## config.mk

```make
export PLATFORM = sky130hd
export DESIGN_NAME = clint_top
export DESIGN_NICKNAME = d
export VERILOG_FILES = /design/src/design/clint_reg_pkg.sv /design/src/design/clint_axi_pkg.sv /design/src/design/clint_top.sv /design/src/design/clint_resp_unit.sv /design/src/design/clint_timer_core.sv /design/src/design/clint_axi_front.sv
export VERILOG_INCLUDE_DIRS = /design/src /design/src/design
export SDC_FILE = /design/constraint.sdc
export NUM_CORES = 1
export LEC_CHECK = 0
export BUFFER_PORTS_ARGS = -buffer_cell sky130_fd_sc_hd__buf_4
export CORE_MARGIN = 2
export CORE_UTILIZATION = 45
export DETAILED_ROUTE_END_ITERATION = 10
export PLACE_DENSITY = 0.69
export SLEW_MARGIN = 25
export SYNTH_ARGS = -nofsm -noshare
export SYNTH_HDL_FRONTEND = slang
export SYNTH_SLANG_ARGS = --single-unit
```

## constraint.sdc

```tcl
create_clock -name clk -period 4 [get_ports clk]
set_input_delay 0.6 -clock clk [delete_from_list [all_inputs] [get_ports clk]]
set_output_delay 0.6 -clock clk [all_outputs]
set_load 0.1 [all_outputs]
```

## src/design/clint_defs.svh

```systemverilog
`ifndef CLINT_DEFS_SVH
`define CLINT_DEFS_SVH

// only the low address bits take part in decoding
`define CLINT_DEC_W 16

// register offsets inside the decoded window
`define CLINT_MSIP_OFF 16'h0000
`define CLINT_MTIMECMP_OFF 16'h4000
`define CLINT_MTIME_OFF 16'hbff8

// compare value out of reset
// all ones keeps the timer interrupt quiet until software programs it
`define CLINT_MTIMECMP_RST 64'hffff_ffff_ffff_ffff

`endif
```

## src/design/clint_reg_pkg.sv

```systemverilog
`default_nettype none

package clint_reg_pkg;

    // one opcode per register and direction
    // the _NONE codes cover unmapped offsets
    typedef enum logic [2:0] {
        OP_RD_MSIP,
        OP_RD_MTIMECMP,
        OP_RD_MTIME,
        OP_RD_NONE,
        OP_WR_MSIP,
        OP_WR_MTIMECMP,
        OP_WR_MTIME,
        OP_WR_NONE
    } reg_op_e;

    // single cycle strobe from the front into the core
    typedef struct packed {
        logic        valid;
        reg_op_e     op;
        logic [63:0] wdata;
        logic [7:0]  wstrb;
    } reg_req_t;

    // returned by the core in the same cycle as the request
    typedef struct packed {
        logic        valid;
        logic        is_read;
        logic [63:0] rdata;
    } reg_rsp_t;

endpackage

`default_nettype wire

```

## src/design/clint_axi_pkg.sv

```systemverilog
`default_nettype none

package clint_axi_pkg;

    // standard AXI response codes
    // this slave only ever returns OKAY
    typedef enum logic [1:0] {
        OKAY   = 2'b00,
        EXOKAY = 2'b01,
        SLVERR = 2'b10,
        DECERR = 2'b11
    } axi_resp_e;

    typedef struct packed {
        logic [63:0] addr;
        logic [2:0]  prot;
    } axi_aw_t;

    typedef struct packed {
        logic [63:0] data;
        logic [7:0]  strb;
    } axi_w_t;

    typedef struct packed {
        logic [63:0] addr;
        logic [2:0]  prot;
    } axi_ar_t;

    typedef struct packed {
        logic [63:0] data;
        axi_resp_e   resp;
    } axi_r_t;

    typedef struct packed {
        axi_resp_e resp;
    } axi_b_t;

endpackage

`default_nettype wire

```

## src/design/clint_top.sv

```systemverilog
`default_nettype none

module clint_top (
    input  wire                            clk,
    input  wire                            rst_n,
    input  wire                            rtc_tick,
    input  wire clint_axi_pkg::axi_aw_t    aw,
    input  wire                            awvalid,
    output logic                           awready,
    input  wire clint_axi_pkg::axi_w_t     w,
    input  wire                            wvalid,
    output logic                           wready,
    input  wire clint_axi_pkg::axi_ar_t    ar,
    input  wire                            arvalid,
    output logic                           arready,
    output clint_axi_pkg::axi_r_t          r,
    output logic                           rvalid,
    input  wire                            rready,
    output clint_axi_pkg::axi_b_t          b,
    output logic                           bvalid,
    input  wire                            bready,
    output logic                           timer_irq,
    output logic                           soft_irq
);

    clint_reg_pkg::reg_req_t reg_req;
    clint_reg_pkg::reg_rsp_t reg_rsp;
    logic                    resp_busy;

    clint_axi_front clint_axi_front_i (
        .clk       (clk),
        .rst_n     (rst_n),
        .aw        (aw),
        .awvalid   (awvalid),
        .w         (w),
        .wvalid    (wvalid),
        .ar        (ar),
        .arvalid   (arvalid),
        .resp_busy (resp_busy),
        .awready   (awready),
        .wready    (wready),
        .arready   (arready),
        .reg_req   (reg_req)
    );

    clint_timer_core clint_timer_core_i (
        .clk       (clk),
        .rst_n     (rst_n),
        .rtc_tick  (rtc_tick),
        .reg_req   (reg_req),
        .reg_rsp   (reg_rsp),
        .timer_irq (timer_irq),
        .soft_irq  (soft_irq)
    );

    clint_resp_unit clint_resp_unit_i (
        .clk       (clk),
        .rst_n     (rst_n),
        .reg_rsp   (reg_rsp),
        .rready    (rready),
        .bready    (bready),
        .r         (r),
        .rvalid    (rvalid),
        .b         (b),
        .bvalid    (bvalid),
        .resp_busy (resp_busy)
    );

endmodule

`default_nettype wire

```

## src/design/clint_resp_unit.sv

```systemverilog
`default_nettype none

module clint_resp_unit (
    input  wire                            clk,
    input  wire                            rst_n,
    input  wire clint_reg_pkg::reg_rsp_t   reg_rsp,
    input  wire                            rready,
    input  wire                            bready,
    output clint_axi_pkg::axi_r_t          r,
    output logic                           rvalid,
    output clint_axi_pkg::axi_b_t          b,
    output logic                           bvalid,
    output logic                           resp_busy
);

    logic [63:0] rdata_q;

    always_ff @(posedge clk or negedge rst_n)
    begin
        if (!rst_n)
        begin
            rvalid <= 1'b0;
            bvalid <= 1'b0;
        end
        else
        begin
            if (reg_rsp.valid && reg_rsp.is_read)
            begin
                rvalid <= 1'b1;
            end
            else if (rready)
            begin
                rvalid <= 1'b0;
            end
            if (reg_rsp.valid && !reg_rsp.is_read)
            begin
                bvalid <= 1'b1;
            end
            else if (bready)
            begin
                bvalid <= 1'b0;
            end
        end
    end

    // read data capture
    always_ff @(posedge clk)
    begin
        if (reg_rsp.valid && reg_rsp.is_read)
        begin
            rdata_q <= reg_rsp.rdata;
        end
    end

    assign r.data    = rdata_q;
    assign r.resp    = clint_axi_pkg::OKAY;
    assign b.resp    = clint_axi_pkg::OKAY;
    // front must hold off while anything waits here
    assign resp_busy = rvalid || bvalid;

    // relies on the front never issuing while busy
    a_one_resp: assert property (
        @(posedge clk) disable iff (!rst_n)
        !(rvalid && bvalid)
    );

endmodule

`default_nettype wire

```

## src/design/clint_timer_core.sv

```systemverilog
`default_nettype none

`include "clint_defs.svh"

module clint_timer_core (
    input  wire                            clk,
    input  wire                            rst_n,
    input  wire                            rtc_tick,
    input  wire clint_reg_pkg::reg_req_t   reg_req,
    output clint_reg_pkg::reg_rsp_t        reg_rsp,
    output logic                           timer_irq,
    output logic                           soft_irq
);

    logic [63:0] mtime_q;
    logic [63:0] mtimecmp_q;
    logic [63:0] msip_q;
    logic        wr_msip;
    logic        wr_mtimecmp;
    logic        wr_mtime;

    // keep old bytes where the strobe is low
    function automatic logic [63:0] merge_bytes(
        input logic [63:0] old_val,
        input logic [63:0] new_val,
        input logic [7:0]  strb
    );
        logic [63:0] res;
        res = old_val;
        for (int i = 0; i < 8; i++)
        begin
            if (strb[i])
            begin
                res[i*8 +: 8] = new_val[i*8 +: 8];
            end
        end
        return res;
    endfunction

    assign wr_msip     = reg_req.valid && (reg_req.op == clint_reg_pkg::OP_WR_MSIP);
    assign wr_mtimecmp = reg_req.valid && (reg_req.op == clint_reg_pkg::OP_WR_MTIMECMP);
    assign wr_mtime    = reg_req.valid && (reg_req.op == clint_reg_pkg::OP_WR_MTIME);

    always_ff @(posedge clk or negedge rst_n)
    begin
        if (!rst_n)
        begin
            mtime_q    <= 64'h0;
            mtimecmp_q <= `CLINT_MTIMECMP_RST;
            msip_q     <= 64'h0;
        end
        else
        begin
            // a bus write beats the tick
            if (wr_mtime)
            begin
                mtime_q <= merge_bytes(mtime_q, reg_req.wdata, reg_req.wstrb);
            end
            else if (rtc_tick)
            begin
                mtime_q <= mtime_q + 64'd1;
            end
            if (wr_mtimecmp)
            begin
                mtimecmp_q <= merge_bytes(mtimecmp_q, reg_req.wdata, reg_req.wstrb);
            end
            // msip implements bit 0 only
            if (wr_msip)
            begin
                msip_q <= merge_bytes(msip_q, reg_req.wdata & 64'h1, reg_req.wstrb);
            end
        end
    end

    // read value taken before this edge's update
    always_comb
    begin
        reg_rsp.valid   = reg_req.valid;
        reg_rsp.is_read = reg_req.op inside {clint_reg_pkg::OP_RD_MSIP,
                                             clint_reg_pkg::OP_RD_MTIMECMP,
                                             clint_reg_pkg::OP_RD_MTIME,
                                             clint_reg_pkg::OP_RD_NONE};
        case (reg_req.op)
            clint_reg_pkg::OP_RD_MSIP:     reg_rsp.rdata = msip_q;
            clint_reg_pkg::OP_RD_MTIMECMP: reg_rsp.rdata = mtimecmp_q;
            clint_reg_pkg::OP_RD_MTIME:    reg_rsp.rdata = mtime_q;
            default:                       reg_rsp.rdata = 64'h0;
        endcase
    end

    // interrupt levels lag the registers by one cycle
    always_ff @(posedge clk or negedge rst_n)
    begin
        if (!rst_n)
        begin
            timer_irq <= 1'b0;
            soft_irq  <= 1'b0;
        end
        else
        begin
            timer_irq <= (mtime_q >= mtimecmp_q);
            soft_irq  <= msip_q[0];
        end
    end

    a_msip_bit0_only: assert property (
        @(posedge clk) disable iff (!rst_n)
        msip_q[63:1] == 63'h0
    );

endmodule

`default_nettype wire

```

## src/design/clint_axi_front.sv

```systemverilog
`default_nettype none

`include "clint_defs.svh"

module clint_axi_front (
    input  wire                            clk,
    input  wire                            rst_n,
    input  wire clint_axi_pkg::axi_aw_t    aw,
    input  wire                            awvalid,
    input  wire clint_axi_pkg::axi_w_t     w,
    input  wire                            wvalid,
    input  wire clint_axi_pkg::axi_ar_t    ar,
    input  wire                            arvalid,
    input  wire                            resp_busy,
    output logic                           awready,
    output logic                           wready,
    output logic                           arready,
    output clint_reg_pkg::reg_req_t        reg_req
);

    typedef enum logic {
        IDLE,
        ACCEPT
    } state_e;

    state_e                   state_q;
    logic                     rd_sel_q;
    logic [`CLINT_DEC_W-1:0]  dec_addr;
    clint_reg_pkg::reg_op_e   dec_op;

    // arbitration, reads win over a write arriving in the same cycle
    always_ff @(posedge clk or negedge rst_n)
    begin
        if (!rst_n)
        begin
            state_q  <= IDLE;
            rd_sel_q <= 1'b0;
        end
        else
        begin
            case (state_q)
                IDLE:
                begin
                    if (!resp_busy && arvalid)
                    begin
                        state_q  <= ACCEPT;
                        rd_sel_q <= 1'b1;
                    end
                    else if (!resp_busy && awvalid && wvalid)
                    begin
                        state_q  <= ACCEPT;
                        rd_sel_q <= 1'b0;
                    end
                end
                default:
                begin
                    // accept lasts one cycle only
                    state_q <= IDLE;
                end
            endcase
        end
    end

    // ready pulses come straight from the registered state
    assign arready = (state_q == ACCEPT) && rd_sel_q;
    assign awready = (state_q == ACCEPT) && !rd_sel_q;
    assign wready  = (state_q == ACCEPT) && !rd_sel_q;

    // address decode of the winning channel
    always_comb
    begin
        dec_addr = rd_sel_q ? ar.addr[`CLINT_DEC_W-1:0] : aw.addr[`CLINT_DEC_W-1:0];
        case (dec_addr)
            `CLINT_MSIP_OFF:
                dec_op = rd_sel_q ? clint_reg_pkg::OP_RD_MSIP : clint_reg_pkg::OP_WR_MSIP;
            `CLINT_MTIMECMP_OFF:
                dec_op = rd_sel_q ? clint_reg_pkg::OP_RD_MTIMECMP
                                  : clint_reg_pkg::OP_WR_MTIMECMP;
            `CLINT_MTIME_OFF:
                dec_op = rd_sel_q ? clint_reg_pkg::OP_RD_MTIME : clint_reg_pkg::OP_WR_MTIME;
            default:
                dec_op = rd_sel_q ? clint_reg_pkg::OP_RD_NONE : clint_reg_pkg::OP_WR_NONE;
        endcase
    end

    // request fires in the transfer cycle itself
    always_comb
    begin
        reg_req.valid = (state_q == ACCEPT);
        reg_req.op    = dec_op;
        reg_req.wdata = rd_sel_q ? 64'h0 : w.data;
        reg_req.wstrb = rd_sel_q ? 8'h0 : w.strb;
    end

    // AW and W complete together, and only against a master still holding both valids
    a_aw_w_paired: assert property (
        @(posedge clk) disable iff (!rst_n)
        (awready || wready) |-> (awready && wready && awvalid && wvalid)
    );

endmodule

`default_nettype wire

```

== Word level (Yosys, flattened, before mapping) ==
Index checks and enable logic that the tools add are counted.

* Bits in registers: 199
* Input bits: 214
* Output and inout bits: 75
* Word-level logic and storage cells: 110

* $add $sub $neg: 1
* Order comparisons: 1
* Equal/unequal tests: 16
* Multiplexer cells: 28
* Bitwise gates (word level): 1
* Reductions and logical operators: 39

{| class="wikitable"
|+ Operator list
! cell !! count
|-
| 64-bit 2-to-1 mux || 3
|-
| 64-bit case mux with 3 select lines || 1
|-
| 8-bit 2-to-1 mux || 9
|-
| 64-bit by 1-bit adder with 64-bit output, second input constant || 1
|-
| 64-bit >= comparator || 1
|-
| 2-bit AND reduction || 18
|-
| 16-bit by 15-bit == test with 1-bit output, second input constant || 1
|-
| 16-bit == test, second input constant || 1
|-
| 16-bit logical NOT || 1
|-
| 16-bit 2-to-1 mux || 1
|-
| 2-bit != test, second input constant || 8
|-
| 3-bit 2-to-1 mux || 4
|-
| 1-bit logical AND || 10
|-
| 3-bit == test, second input constant || 3
|-
| 1-bit 2-to-1 mux || 9
|-
| 3-bit case mux with 3 select lines || 1
|-
| 2-bit nonzero test || 4
|-
| 3-bit by 2-bit == test with 1-bit output, second input constant || 2
|-
| 4-bit nonzero test || 1
|-
| 3-bit by 1-bit == test with 1-bit output, second input constant || 1
|-
| 1-bit logical NOT || 3
|-
| 3-bit logical NOT || 1
|-
| 1-bit logical OR || 1
|-
| 1-bit inverter || 1
|}

== Longest topological paths before layout ==
* Depth in word-level cells: 8
* Gate-level depth with buffers: 10
* Mapped depth without buffers: 8

== Cells and area by module ==
Synthesis repeated with hierarchy kept, for this count alone.

* Cell total of the unflattened synthesis: 1,173
* Area, all modules: 11,798.8 um^2

{| class="wikitable"
|+ Modules (own cells, without submodules)
! module !! times used !! cells an instance !! area an instance (um^2) !! seq. area each (um^2)
|-
| clint_timer_core || 1 || 973 || 8,937.3 || 3,358.2
|-
| clint_resp_unit || 1 || 78 || 2,045.7 || 1,971.9
|-
| clint_axi_front || 1 || 122 || 815.8 || 50.0
|}

== Worst setup path after synthesis ==
No wires, ideal clock.

* Path kind: register to output
* Start point: reg clint_axi_front_i.rd_sel_q
* End point: out arready
* Arrival: 2.943 ns
* Data required time: 3.400 ns
* Setup slack: 0.457 ns
* Stages on the path, launching flop included: 4
* Buffers on the path: 2
* Path through: dfrtp_1 > buf_2 > clkbuf_1 > and2_1

* Word-level cells in the longest chain between the ends: 1

{| class="wikitable"
|+ Ends and longest elaborated chain
! item !! line !! RTL
|-
| from (decl) || clint_axi_front.sv:27 || <nowiki>logic rd_sel_q;</nowiki>
|-
| from (signal assigned) || clint_axi_front.sv:37 || <nowiki>rd_sel_q <= 1'b0;</nowiki>
|-
| from (signal assigned) || clint_axi_front.sv:47 || <nowiki>rd_sel_q <= 1'b1;</nowiki>
|-
| from (signal assigned) || clint_axi_front.sv:52 || <nowiki>rd_sel_q <= 1'b0;</nowiki>
|-
| 1-bit logical AND || clint_axi_front.sv:65 || <nowiki>assign arready = (state_q == ACCEPT) && rd_sel_q;</nowiki>
|-
| to (decl) || clint_top.sv:15 || <nowiki>output logic arready,</nowiki>
|}

Every way passes these cells.

== Worst setup path in the final report ==
* Start point: reg clint_axi_front_i.rd_sel_q
* End point: reg clint_timer_core_i.mtime_q[38]

* Word-level cells in the longest chain between the ends: 7
* Elaborated cells on any way between the ends: 18
* Those cells by class: 4 x eq/ne; 10 x mux; 4 x reduce/logical

{| class="wikitable"
|+ Ends and longest elaborated chain
! item !! line !! RTL
|-
| 16-bit 2-to-1 mux || clint_axi_front.sv:72 || <nowiki>dec_addr = rd_sel_q ? ar.addr[`CLINT_DEC_W-1:0] : aw.addr[`CLINT_DEC_W-1:0];</nowiki>
|-
| 16-bit == test (tied with other cells) || clint_axi_front.sv:73 || <nowiki>case (dec_addr)</nowiki>
|-
| 3-bit case mux with 3 select lines || clint_axi_front.sv:73 ||
|-
| 3-bit == test || clint_timer_core.sv:42 || <nowiki>assign wr_mtime = reg_req.valid && (reg_req.op == clint_reg_pkg::OP_WR_MTIME);</nowiki>
|-
| 1-bit logical AND || clint_timer_core.sv:42 ||
|-
| 2-bit != test (no line) or 2-bit nonzero test (tied branches) || - ||
|-
| 2-bit AND reduction (no line) || - ||
|-
| to (signal assigned) || clint_timer_core.sv:57 || <nowiki>mtime_q <= merge_bytes(mtime_q, reg_req.wdata, reg_req.wstrb);</nowiki>
|-
| to (signal assigned) || clint_timer_core.sv:61 || <nowiki>mtime_q <= mtime_q + 64'd1;</nowiki>
|-
| to (decl) || clint_timer_core.sv:15 || <nowiki>logic [63:0] mtime_q;</nowiki>
|}

Parallel ways exist; a longest one is shown, timed or not. The select of a mux whose other input is x is not followed.
A chain may end at the register's enable or synchronous reset.

==> flow_summary.yaml <==
place:
  routabilityCongestion: 0.882
  io_buffers: 182
  hpwl_mm: 24.1
  postPlaceCellArea_mm2: 0.0135
  placed_cells: 1641
global_routing:
  grt_pass1_vias: 9598
  overflow: 0
  grt_pass1_wl_mm: 52.9
  grtUsageTotal: 0.240
  antenna_found_initial: 0
  grt_max_degree: 68
logic_synthesis:
  avgSynthCellArea_um2: 10.2
  yosysUniqueCellTypes: 80
  ys_seq_elements: 199
  async_flop_share: 0.678
  synth-simple-area-share: 0.191
  synth_fa_ha_area_frac: 0.0690
  synth_flop_cell: "dfrtp_1"
  netlist_area_mm2: 0.0118
  ys_seq_area_frac: 0.456
  synth.area.top_cells: "edfxtp_1 16%, dfrtp_1 15%, dfstp_2 14%"
  yosysMostFrequentCell: "nand2_1"
  synth_top_area_frac: 0.163
  synth_compound_gate_area_share: 0.174
  muxShareOfSynthArea: 0.0572
  post-synth-top-area-cell: "edfxtp_1"
  synth_edf_count: 64
  synth_xor_area_frac: 0.000743
  synth_commonest_cells: "80 x nand2_1, 79 x inv_1, 73 x nor2_1, 71 x dfrtp_1, 70 x nand2b_1"
  synth_top_family_by_area: "simple AND/OR/NAND/NOR gates"
  syn_inst: 1154
  yosys_warnings: 0
floorplan:
  core_mm2: 0.0259
  rows: 59
  die-area_mm2: 0.0275
  ios: 289
  die_h_um: 166
  start_util: 0.455
  die_x_um: 166
worst_setup_path:
  end_kind: "flip-flop"
  critPathRequiredTime_ps: 4330
  worstPathArrival_ps: 3280
  crit_slowest_cell: "or3_2"
  crit_chain: "nand2b_1 > or3_4 > or3_2 > buf_4 > o31ai_1 > a21oi_1 > a311oi_1"
  critPathBufInv: 1
  cp_max_fo: 40
  worstSetupPathType: "reg2reg"
  cpPeakStageDelay_ps: 750
  crit_family: "simple AND/OR/NAND/NOR gates"
  cp-start-kind: "flip-flop"
layout:
  drive_gt1_frac: 0.247
  diodes: 0
  multi_input_area_mm2: 0.00584
  area_growth_pct: 18.8
  register_area_mm2: 0.00538
  nFillCells: 2290
  layout.cells.non_filler: 1673
  design_area_mm2: 0.0140
  fin_nets: 1604
timing:
  rsz0062_at_grt: "false"
  final-setup-viol-count: 0
  hold_slack_ps: 249
  slew_violations: 0
  worst_pin_slew_ps: 931
  fin_skew_ps: 14.6
  tns_ps: 0
  hold_violations: 0
  slew_headroom: 0.371
  min_period_ps: 2950
  period_share: 0.738
  fmax_mhz: 339
flow_run:
  maxCapViolCount: 0
clock_tree:
  cts_made_buffers: 17
  root_buffer: "clkbuf_16"
  clkTransAtPathRegs_ps: 80
  clkLatencyLatePin_ps: 440
  htree_levels: 4
  clkSinkCount: 199
  max-clock-path-buffers: 2
  cts_tree: "done"
  cts_resized: 0
  postCtsSetupBuffers: 0
  postCtsHoldBufs: 0
detailed_routing:
  drc: 0
  dr_wl_met3_mm: 1.95
  routed_wl_mm: 33.0
  routedWlPerCell_um: 19.7
  drtAntennaViolNets: 0
  wl_met1_mm: 15.0
  top_layer: "met4"
  vias_per_cell: 5.96
  drtIter0Drc: 1024
  dr.pass1.iters: 6
  wl_met2_mm: 15.3
  vias: 9977
power_and_ir_drop:
  p_per_area_mw_per_mm2: 463
  fin_total_pwr_uw: 6490
  p_leak_uw: 0.00629
  ir_worst_vdd_uv: 417
hold_path:
  worstHoldPathType: "in2async"
outcome:
  status: "finished, final reports clean"
## power breakdown
part           switching [uW]  internal [uW]  total [uW]
clock network             782            836        1620
registers                 137           2380        2520
logic                    1850            512        2360
total                    2760           3730        6490
## worst paths after layout
kind | startpoint | to | slack, ps | depth (start not counted)
setup / recovery | clint_axi_front_i.rd_sel_q | clint_timer_core_i.mtime_q[38] | 1050 | 7
hold / removal | rst_n | clint_timer_core_i.timer_irq | 250 | 1
setup reg to reg | clint_axi_front_i.rd_sel_q | clint_timer_core_i.mtime_q[38] | 1050 | 7
hold reg to reg | clint_timer_core_i.msip_q[0] | clint_timer_core_i.soft_irq | 420 | 0
max in group asynchronous | rst_n | clint_timer_core_i.mtimecmp_q[49] | 2880 | 2
min in group clk | bready | clint_resp_unit_i.bvalid | 340 | 2
## worst reg2reg max path: stages, from the launching register on
cell and delay [ps]:
dfrtp_2 480, nand2b_1 240, or3_4 430, or3_2 750, buf_4 410, o31ai_1 120
a21oi_1 110, a311oi_1 280
## logic make-up after synthesis
logic type                 after synthesis
AOI/OAI and AO/OA                      290
buffers and inverters                  130
and+or+nand+nor                        401
DFF                                    199
muxes                                   67
other                                    1
adders and majority gates               65
xor gates and xnor gates                 1
## metal layers
metal  track usage  up-vias
met5             0        -
met4        0.0794        0
met3        0.0367       56
met2         0.377      379
met1         0.341     4882
li1              -     4660
## final cells by class
class	instances	area share
Multi-Input combinational cell	828	0.417
Timing Repair Buffer	200	0.110
Tap cell	335	0.0299
Clock buffer	23	0.0334
Inverter	79	0.0212
Sequential cell	199	0.384
Clock inverter	9	0.00500
## metrics by stage
step	utilization	setup slack (ps)
after floorplan	-	457
after global placement	0.520	766
after detailed placement	0.520	726
after CTS	0.541	1050
after global routing	0.541	922
final	0.541	1050
## layout by cell type (no fill, tap or decap), drive strengths merged, types with 10 or more instances in the layout
master / count
nor3: 25
dfstp: 64
nand4: 29
and3: 15
nor4: 16
clkbuf: 23
ha: 65
dfrtp: 71
edfxtp: 64
nand3: 46
nand2: 80
a21oi: 68
o221a: 10
mux2i: 64
nand2b: 70
nor2: 74
inv: 81
o21ai: 44
a211o: 12
buf: 200
a22o: 65
## state kept, by name (all words and copies together) (netlist names)
| name | cells |
|---|---|
| clint_axi_front_i.rd_sel_q | 1 |
| clint_axi_front_i.state_q | 1 |
| clint_resp_unit_i.bvalid | 1 |
| clint_resp_unit_i.rdata_q | 64 |
| clint_resp_unit_i.rvalid | 1 |
| clint_timer_core_i.msip_q | 1 |
| clint_timer_core_i.mtime_q | 64 |
| clint_timer_core_i.mtimecmp_q | 64 |
| clint_timer_core_i.soft_irq | 1 |
| clint_timer_core_i.timer_irq | 1 |
(Power assumes the default switching activity.)
